[src/hdl/mul_pkg.sv]
package mul_pkg;

    // operand and product widths
    localparam int OP_W   = 32;
    localparam int PROD_W = 2 * OP_W;

    // weight columns 0 .. PROD_W-2; bit PROD_W-1 only ever comes from a carry
    localparam int NUM_COLS = PROD_W - 1;

    // tallest column of the AND array (weight OP_W-1)
    localparam int MAX_HEIGHT = OP_W;

    // Dadda height sequence, one entry per reduction step
    localparam int NUM_STAGES = 8;
    localparam int DADDA_HEIGHTS [NUM_STAGES] = '{28, 19, 13, 9, 6, 4, 3, 2};

    // last step before the first pipeline register (height 6)
    localparam int SPLIT_STAGE = 4;

    typedef logic [OP_W-1:0] operand_t;

    // one half of the product, hi or lo
    typedef logic [OP_W-1:0] half_t;

    // bits of one weight column, stacked from position 0, unused positions zero
    typedef logic [MAX_HEIGHT-1:0] column_t;

    typedef column_t [NUM_COLS-1:0] col_matrix_t;

endpackage

[src/hdl/dadda_stage.sv]
`timescale 1ns/1ps

module dadda_stage #(
    parameter int TARGET = 2
) (
    input  mul_pkg::col_matrix_t cols_in,
    output mul_pkg::col_matrix_t cols_out
);
    import mul_pkg::*;

    // what one column sees and does in this step
    typedef struct packed {
        int height;
        int cin;
        int nfa;
        int nha;
    } col_plan_t;

    // replays all earlier steps from the AND array heights, so the
    // result matches the column contents arriving at this step
    function automatic col_plan_t reduce_plan(int target, int col);
        int h [NUM_COLS];
        int cin;
        int excess;
        int nfa;
        int nha;
        col_plan_t plan;
        plan = '0;
        for (int w = 0; w < NUM_COLS; w++)
        begin
            h[w] = (w < OP_W) ? w + 1 : PROD_W - 1 - w;
        end
        for (int s = 0; s < NUM_STAGES; s++)
        begin
            if (DADDA_HEIGHTS[s] >= target)
            begin
                cin = 0;
                for (int w = 0; w < NUM_COLS; w++)
                begin
                    // each full adder removes two bits, a half adder one
                    excess = h[w] + cin - DADDA_HEIGHTS[s];
                    nfa = (excess > 0) ? excess / 2 : 0;
                    nha = (excess > 0) ? excess % 2 : 0;
                    if (DADDA_HEIGHTS[s] == target && w == col)
                    begin
                        plan.height = h[w];
                        plan.cin    = cin;
                        plan.nfa    = nfa;
                        plan.nha    = nha;
                    end
                    h[w] = h[w] + cin - 2 * nfa - nha;
                    cin  = nfa + nha;
                end
            end
        end
        return plan;
    endfunction

    for (genvar w = 0; w < NUM_COLS; w++)
    begin : g_col
        localparam col_plan_t PLAN = reduce_plan(TARGET, w);
        localparam int NCARRY = PLAN.nfa + PLAN.nha;
        localparam int USED   = 3 * PLAN.nfa + 2 * PLAN.nha;
        localparam int KEEP   = PLAN.height - USED;
        localparam int HA_POS = 3 * PLAN.nfa;

        column_t below;
        column_t carry;
        column_t result;

        if (w == 0)
        begin : g_first
            assign below = '0;
        end
        else
        begin : g_chain
            assign below = g_col[w-1].carry;
        end

        always_comb
        begin
            logic x;
            logic y;
            logic z;
            x = 1'b0;
            y = 1'b0;
            z = 1'b0;
            carry  = '0;
            result = '0;
            // incoming carries sit at the bottom of the column
            for (int k = 0; k < PLAN.cin; k++)
            begin
                result[k] = below[k];
            end
            for (int i = 0; i < PLAN.nfa; i++)
            begin
                x = cols_in[w][3*i];
                y = cols_in[w][3*i + 1];
                z = cols_in[w][3*i + 2];
                result[PLAN.cin + i] = x ^ y ^ z;
                carry[i] = (x & y) | (z & (x ^ y));
            end
            if (PLAN.nha > 0)
            begin
                x = cols_in[w][HA_POS];
                y = cols_in[w][HA_POS + 1];
                result[PLAN.cin + PLAN.nfa] = x ^ y;
                carry[PLAN.nfa] = x & y;
            end
            // untouched bits move up above the new sums
            for (int k = 0; k < KEEP; k++)
            begin
                result[PLAN.cin + NCARRY + k] = cols_in[w][USED + k];
            end
        end

        assign cols_out[w] = result;
    end

endmodule

[src/hdl/dadda_tree.sv]
`timescale 1ns/1ps

module dadda_tree #(
    parameter int FIRST = 0,
    parameter int LAST  = mul_pkg::NUM_STAGES - 1
) (
    input  logic                 clk,
    input  logic                 rst,
    input  logic                 valid_in,
    input  mul_pkg::col_matrix_t cols_in,
    output logic                 valid_out,
    output mul_pkg::col_matrix_t cols_out
);
    import mul_pkg::*;

    // combinational chain of reduction steps FIRST .. LAST
    for (genvar s = FIRST; s <= LAST; s++)
    begin : g_step
        col_matrix_t stage_in;
        col_matrix_t stage_out;

        if (s == FIRST)
        begin : g_head
            assign stage_in = cols_in;
        end
        else
        begin : g_link
            assign stage_in = g_step[s-1].stage_out;
        end

        dadda_stage #(
            .TARGET(DADDA_HEIGHTS[s])
        ) reduce (
            .cols_in(stage_in),
            .cols_out(stage_out)
        );
    end

    // matrix moves every cycle, valid only marks real data
    always_ff @(posedge clk)
    begin
        cols_out <= g_step[LAST].stage_out;
    end

    always_ff @(posedge clk)
    begin
        if (rst)
        begin
            valid_out <= 1'b0;
        end
        else
        begin
            valid_out <= valid_in;
        end
    end

endmodule

[src/hdl/final_adder.sv]
`timescale 1ns/1ps

module final_adder (
    input  logic                 clk,
    input  logic                 rst,
    input  logic                 valid_in,
    input  mul_pkg::col_matrix_t cols_in,
    output logic                 out_valid,
    output mul_pkg::half_t       hi,
    output mul_pkg::half_t       lo
);
    import mul_pkg::*;

    half_t row0_lo;
    half_t row1_lo;
    half_t row0_hi;
    half_t row1_hi;
    half_t lo_sum;
    half_t hi_sum;
    logic  lo_carry;

    // two rows from positions 0 and 1 of every column
    always_comb
    begin
        row0_hi = '0;
        row1_hi = '0;
        for (int w = 0; w < OP_W; w++)
        begin
            row0_lo[w] = cols_in[w][0];
            row1_lo[w] = cols_in[w][1];
        end
        // top bit of the high rows stays zero, it only gets a carry
        for (int w = OP_W; w < NUM_COLS; w++)
        begin
            row0_hi[w - OP_W] = cols_in[w][0];
            row1_hi[w - OP_W] = cols_in[w][1];
        end
    end

    assign {lo_carry, lo_sum} = {1'b0, row0_lo} + {1'b0, row1_lo};

    // carry out of the low half feeds the high half
    assign hi_sum = row0_hi + row1_hi + {{(OP_W-1){1'b0}}, lo_carry};

    always_ff @(posedge clk)
    begin
        hi <= hi_sum;
        lo <= lo_sum;
    end

    always_ff @(posedge clk)
    begin
        if (rst)
        begin
            out_valid <= 1'b0;
        end
        else
        begin
            out_valid <= valid_in;
        end
    end

endmodule

[src/hdl/mul32.sv]
`timescale 1ns/1ps

module mul32 (
    input  logic              clk,
    input  logic              rst,
    input  logic              in_valid,
    input  mul_pkg::operand_t a,
    input  mul_pkg::operand_t b,
    output logic              out_valid,
    output mul_pkg::half_t    hi,
    output mul_pkg::half_t    lo
);
    import mul_pkg::*;

    col_matrix_t pp_cols;
    col_matrix_t upper_cols;
    col_matrix_t lower_cols;
    logic        upper_valid;
    logic        lower_valid;

    partial_products pp_gen (
        .a(a),
        .b(b),
        .cols(pp_cols)
    );

    // heights 28 down to 6, then register
    dadda_tree #(
        .FIRST(0),
        .LAST(SPLIT_STAGE)
    ) upper_tree (
        .clk(clk),
        .rst(rst),
        .valid_in(in_valid),
        .cols_in(pp_cols),
        .valid_out(upper_valid),
        .cols_out(upper_cols)
    );

    // heights 4 down to 2, then register
    dadda_tree #(
        .FIRST(SPLIT_STAGE + 1),
        .LAST(NUM_STAGES - 1)
    ) lower_tree (
        .clk(clk),
        .rst(rst),
        .valid_in(upper_valid),
        .cols_in(upper_cols),
        .valid_out(lower_valid),
        .cols_out(lower_cols)
    );

    final_adder final_add (
        .clk(clk),
        .rst(rst),
        .valid_in(lower_valid),
        .cols_in(lower_cols),
        .out_valid(out_valid),
        .hi(hi),
        .lo(lo)
    );

endmodule

[src/hdl/partial_products.sv]
`timescale 1ns/1ps

module partial_products (
    input  mul_pkg::operand_t    a,
    input  mul_pkg::operand_t    b,
    output mul_pkg::col_matrix_t cols
);
    import mul_pkg::*;

    for (genvar w = 0; w < NUM_COLS; w++)
    begin : g_col
        // lowest b index that lands in this column
        localparam int LOW    = (w < OP_W) ? 0 : w - OP_W + 1;
        localparam int HEIGHT = (w < OP_W) ? w + 1 : PROD_W - 1 - w;

        column_t col;

        always_comb
        begin
            col = '0;
            // position k holds a[w-j] & b[j] with j = LOW + k
            for (int k = 0; k < HEIGHT; k++)
            begin
                col[k] = a[w - LOW - k] & b[LOW + k];
            end
        end

        assign cols[w] = col;
    end

endmodule

[config.mk]
export PLATFORM = sky130hd
export DESIGN_NAME = mul32
export DESIGN_NICKNAME = d
export VERILOG_FILES = /design/src/hdl/mul_pkg.sv /design/src/hdl/dadda_stage.sv /design/src/hdl/dadda_tree.sv /design/src/hdl/final_adder.sv /design/src/hdl/mul32.sv /design/src/hdl/partial_products.sv
export SDC_FILE = /design/constraint.sdc
export NUM_CORES = 2
export LEC_CHECK = 0
export BUFFER_PORTS_ARGS = -buffer_cell sky130_fd_sc_hd__buf_2
export CAP_MARGIN = 20
export CORE_ASPECT_RATIO = 0.6
export CORE_UTILIZATION = 60
export CTS_CLUSTER_DIAMETER = 120
export DETAILED_ROUTE_END_ITERATION = 6
export PLACE_DENSITY = 0.73
export RECOVER_POWER = 100
export SYNTH_ARGS = -nofsm -noshare
export SYNTH_HDL_FRONTEND = slang
export SYNTH_SLANG_ARGS = --single-unit
[constraint.sdc]
create_clock -name clk -period 4.6 [get_ports clk]
set_input_delay 0.69 -clock clk [delete_from_list [all_inputs] [get_ports clk]]
set_output_delay 0.69 -clock clk [all_outputs]
set_load 0.05 [all_outputs]
Yosys cells after proc, flatten, opt, wreduce, memory -nomap -nowiden --
Index checks and enable logic that the tools add are counted.
Storage, ports and cells: register bits 541, output and inout port bits 65
Cells by class: bitwise gates (word level) 5581, add/sub/neg operators 3
Operators by type and width (number):
- AND 1 bit | 2853
- bitwise XOR 1 bit | 1829
- bitwise OR 1 bit | 899
- adder 32 x 32 -> 33 bit | 1
- adder 31 x 31 -> 32 bit | 1
- adder 32 x 1 -> 32 bit | 1

Logic depth before layout (Yosys ltp) --
depth in word-level cells 16, depth in mapped cells 19, mapped depth without buffers 19

Cells and area by module --
A second synthesis with hierarchy kept.
Unflattened totals: cell total of the unflattened synthesis 22013, area, all modules 226038.0 µm²
By module, submodules not included:
- dadda_tree | cells an instance 2018, times used 2, sequential area each 40378.7 µm², area an instance 40392.5 µm²
- dadda_stage (upper_tree.g_step[2].reduce) | cells an instance 1819, times used 1, sequential area each 0.0 µm², area an instance 16084.2 µm²
- dadda_stage (upper_tree.g_step[3].reduce) | cells an instance 1845, times used 1, sequential area each 0.0 µm², area an instance 15969.1 µm²
- dadda_stage (upper_tree.g_step[1].reduce) | cells an instance 1855, times used 1, sequential area each 0.0 µm², area an instance 15881.5 µm²
- dadda_stage (upper_tree.g_step[4].reduce) | cells an instance 1867, times used 1, sequential area each 0.0 µm², area an instance 15866.5 µm²
- dadda_stage (lower_tree.g_step[5].reduce) | cells an instance 1907, times used 1, sequential area each 0.0 µm², area an instance 15673.8 µm²
- dadda_stage (lower_tree.g_step[7].reduce) | cells an instance 1957, times used 1, sequential area each 0.0 µm², area an instance 15431.0 µm²
- dadda_stage (lower_tree.g_step[6].reduce) | cells an instance 1959, times used 1, sequential area each 0.0 µm², area an instance 15421.0 µm²
- dadda_stage (upper_tree.g_step[0].reduce) | cells an instance 1997, times used 1, sequential area each 0.0 µm², area an instance 15200.8 µm²
- partial_products | cells an instance 2209, times used 1, sequential area each 0.0 µm², area an instance 14953.1 µm²
- final_adder | cells an instance 562, times used 1, sequential area each 1301.2 µm², area an instance 4772.1 µm²

Least setup slack after synthesis --
No wires, ideal clock.
path type flip-flop to flip-flop, from register lower_tree.cols_out[128] (netlist bit), to register final_add.hi[18], required time 4.480 ns, cell stages (with the launch flop) 20, path buffers 0, slack 0.405 ns, data arrival time 4.075 ns, path through dfxtp_1 ha_1 nand3_1 o211ai_1 nand3_1 a21oi_1 nor2_1 o2111ai_1 o21ai_0 o2bb2ai_1 fa_1 fa_1 nor2b_1 o21bai_1 a21bo_2 a21oi_1 o21ai_0 a21boi_0 o21ai_0 xnor2_1
On the way: word-level cells in the longest chain between the ends 2
RTL lines:
- start: declaration | line dadda_tree.sv:12 | output mul_pkg::col_matrix_t cols_out
- start signal: assignment | line dadda_tree.sv:42 | cols_out <= g_step[LAST].stage_out;
- adder 32 x 32 -> 33 bit | line final_adder.sv:40 | assign {lo_carry, lo_sum} = {1'b0, row0_lo} + {1'b0, row1_lo};
- adder 32 x 1 -> 32 bit | line final_adder.sv:43 | assign hi_sum = row0_hi + row1_hi + {{(OP_W-1){1'b0}}, lo_carry};
- net final_add.hi_sum[18] | line final_adder.sv:19 | half_t hi_sum;
- end signal: assignment | line final_adder.sv:47 | hi <= hi_sum;
- end: declaration | line final_adder.sv:9 | output mul_pkg::half_t hi,
The timed path passes the listed nets, and every way through them passes these cells. A chain may end at the register's enable or synchronous reset.

Worst setup path in the final report --
from register lower_tree.cols_out[160] (netlist bit), to register final_add.hi[19]
The elaborated chain is that of the path after synthesis.

==> summary.md <==
| Metric | Value |
|---|---|
| Run status | complete, but fails checks |
| Failing checks | capacitance limit, slew limit |
| Synth area leader | fa_1 |
| FF-to-FF End | final_add.hi[19] |
| Max stage delay cell, worst path | or3_1 |
| Die footprint | 0.07343 mm2 |
| Net Count, Synth | 5260 |
| Post-route insts no fill | 5303 |
| Crit path kind | flop to flop |
| Post-Synth Adder-Cell Area | 0.4427 |
| GP Congestion | 0.9766 |
| Cell Rows | 75 |
| Crit path max-delay family | compound AO/OA/AOI/OAI gates |
| Stages on worst setup path | 22 |
| Startpoint Class | flop |
| Largest family of logic cells by synthesized area | adder cells |
| Post-CTS Setup Inserts | 0 |
| Gr ovfl total | 0 |
| Area Growth Syn to Fin | 8.550% |
| Hold Path Class | input port to flop |
| Setup violators final | 0 |
| Lkg Pwr | 22.81 nW |
| Die height | 210.3 um |
| CP Capture Point | final_add.hi[19] |
| Clk sink count | 541 |
| Clk root buf | clkbuf_16 |
| Finished Core Util | 0.6666 |
| R2r setup slk | 240 ps |
| RSZ-0062 raised after global routing | false |
| Placed insts | 5204 |
| Count of flip-flops with a built-in enable after synthesis | 0 |
| First-pass DRT Iterations | 7 |
| Post-Synth XOR/XNOR Area | 0.009689 |
| Crit path from | lower_tree.cols_out[160] |
| Max clock buf depth | 3 |
| Top cell type's share of synthesized area | 0.4161 |
| Synth area leaders | fa_1, dfxtp_1, and2_1 |
| Max IR drop VDD | 0.3730 mV |
| Distinct cells, synth | 64 |
| Async set or reset register ratio after synthesis | 0 |
| Drt drc | 0 |
| Power, Total | 0.02899 W |
| First-pass GRT wire length | 184400 um |
| Count leader, synth | inv_1 |
| All-Layer GR Usage | 0.3430 |
| Yosys reg bits | 541 |
| TNS Setup | 0 ps |
| Cts bufs inserted | 52 |
| Mean Syn Cell Area | 10.33 um2 |
| Final Max Tran Viols | 193 |
| Yosys warnings | 0 |
| Slowest stage delay, CP | 360 ps |
| Max-slew headroom | -0.6210 |
| Initial Util | 0.6141 |
| Mux contribution to synthesized area | 0.0009516 |
| Overall routed net length | 120100 um |
| Critical path data arrival time | 4940 ps |
| Required @ worst endpoint | 5170 ps |
| Synth Area in Simple Gates | 0.1599 |
| Worst Setup End Kind | flop |
| Share of cells above drive strength 1 | 0.06224 |
| Total Nets Final | 5358 |
| Mapped Cells | 4199 |
| Worst Max-Slew Pin Slew | 2432 ps |
| WL per Instance | 22.64 um |
| Vias in the first global route | 30270 |
| Post-route ant nets | 0 |
| IO buf count | 131 |
| PwrDens | 615.5 mW/mm2 |
| Most used cell, CP | a21oi_1 |
| Critical path, cell by cell | ha_1, buf_4, a21oi_1, o211ai_1, nand3_1, buf_6, a21oi_4, nor2_4, o2111ai_4, o21ai_2, o2bb2ai_2, fa_2, nand2b_1, a211oi_2, buf_4, o2111a_1, buf_12, o21ai_0, a21oi_1, or3_1, a21oi_1, xnor2_1 |
| Clk slew on worst S/H paths | 70 ps |
| Synthesized area | 0.04339 mm2 |
| Compound-Gate Fraction of Synth Area | 0.02705 |
| CTS tree | yes |
| Later-pin clock latency in the skew report | 660 ps |
| I/O Pins | 132 |
| Hold Vio Cnt, Final | 0 |
| Via density | 5.295 |
| HPWL Detailed | 88960 um |
| Pin count of the biggest net entering global routing | 33 |
| Iter 0 DRT Violations | 2832 |
| Die Wd | 349.2 um |
| WP buf/inv | 4 |
| Critical-path maximum fanout | 4 |
| Dominant synthesized flop cell | dfxtp_1 |
| Core area | 0.07066 mm2 |
| Post-synth top cells | inv_1, and2_1, fa_1 |
| Max-cap violations | 8 |
| H-tree depth | 2 |
| Clk_skew | 32.23 ps |
| Initial antenna violation count | 8 |
| R2R depth | 22 |
| Period minus WS final | 4363 ps |
| Worst R2R Start | lower_tree.cols_out[160] |
| Peak Freq | 0.2292 GHz |
| Via Count | 28080 |
| Final worst path period share | 0.9485 |
| Sequential share of the synthesized area | 0.2496 |
==> placed cells by master, fill, tap and decap left out, types with 12 or more instances in the layout <==
| cell type | instances |
|---|---|
| inv_1 | 1069 |
| nand2_1 | 105 |
| ha_1 | 91 |
| buf_2 | 52 |
| nor2_1 | 35 |
| dfxtp_1 | 541 |
| o21ai_0 | 26 |
| buf_4 | 99 |
| clkbuf_1 | 94 |
| clkbuf_8 | 12 |
| xnor2_1 | 35 |
| fa_1 | 900 |
| clkbuf_16 | 52 |
| a21oi_1 | 51 |
| and2_0 | 79 |
| nand3_1 | 17 |
| and2_1 | 876 |
| xor2_1 | 13 |
| a21o_1 | 28 |
==> cell type report <==
type                            instances  area [um2]
Antenna cell                            3       7.507
Clock buffer                           68        1481
Clock inverter                         27       310.3
Fill cell                            5458       23560
Inverter                             1069        4013
Multi-Input combinational cell       2387       27860
Sequential cell                       541       10830
Tap cell                              962        1204
Timing Repair Buffer                  246        1399
==> stage by stage <==
| step | setup WS [ps] | area, um2 | hold slack, ps |
|---|---|---|---|
| finish | 237.1 | 47100 | 249.9 |
| global route | 1.809 | 47090 | 237.3 |
| CTS | 10.32 | 47170 | 226.3 |
| detailed placement | -390.9 | 45350 | 314.3 |
| global placement | -360.0 | 45350 | 311.0 |
| floorplan | 404.9 | 43390 | 309.6 |
==> routing by layer <==
layer / GRT usage / up-vias / routed length (um)
met3: 0.1623 / 231 / 20460
met5: 0 / - / 148
met2: 0.4583 / 1720 / 46750
li1: - / 12020 / -
met1: 0.5044 / 14100 / 50010
met4: 0.07471 / 8 / 2704
==> how the worst min path moves through the flow <==
stage | from | endpoint | slack [ps] | cells after the start
after floorplan | lower_tree.cols_out[0] | final_add.lo[0] | 310 | 0
after CTS | rst | final_add.out_valid | 230 | 2
after global placement | upper_tree.cols_out[1984] | lower_tree.cols_out[1985] | 310 | 0
after detailed placement | upper_tree.cols_out[0] | lower_tree.cols_out[0] | 310 | 0
final | rst | final_add.out_valid | 250 | 2
after global routing | rst | final_add.out_valid | 240 | 2
==> flip-flops by register name, indices dropped and copies added (netlist names) <==
register and cells:
upper_tree.valid_out 1, final_add.out_valid 1, upper_tree.cols_out 349, final_add.hi 32
final_add.lo 32, lower_tree.valid_out 1, lower_tree.cols_out 125
==> report_power, final <==
part / internal (W) / switching, W / leakage (nW) / total [W]
Sequential: 0.00679 / 0.000782 / 4.53 / 0.00757
Clock: 0.00247 / 0.00202 / 0.864 / 0.00449
Combinational: 0.00665 / 0.0103 / 17.4 / 0.0169
Total: 0.0159 / 0.0131 / 22.8 / 0.0290
==> kinds of logic (layout without fill, tap and decap cells) <==
| kind of cell | Yosys count | count (layout) |
|---|---|---|
| XOR/XNOR | 48 | 48 |
| AND/OR/NAND/NOR | 1166 | 1166 |
| AO/OA/AOI/OAI | 175 | 175 |
| multiplexers | 4 | 4 |
| other | 0 | 3 |
| flip-flops | 541 | 541 |
| adder cells (fa/ha/maj) | 994 | 994 |
| buffers and inverters | 1271 | 1410 |
==> repair_timing <==
action / 4_1_cts / 5_1_grt
resized for setup: 6 / 16
hold buffers: 0 / 0
endpoints found under the setup margin: 16 / 15
pin swaps: 5 / 7
No activity file was read; power rests on OpenSTA's default activity.
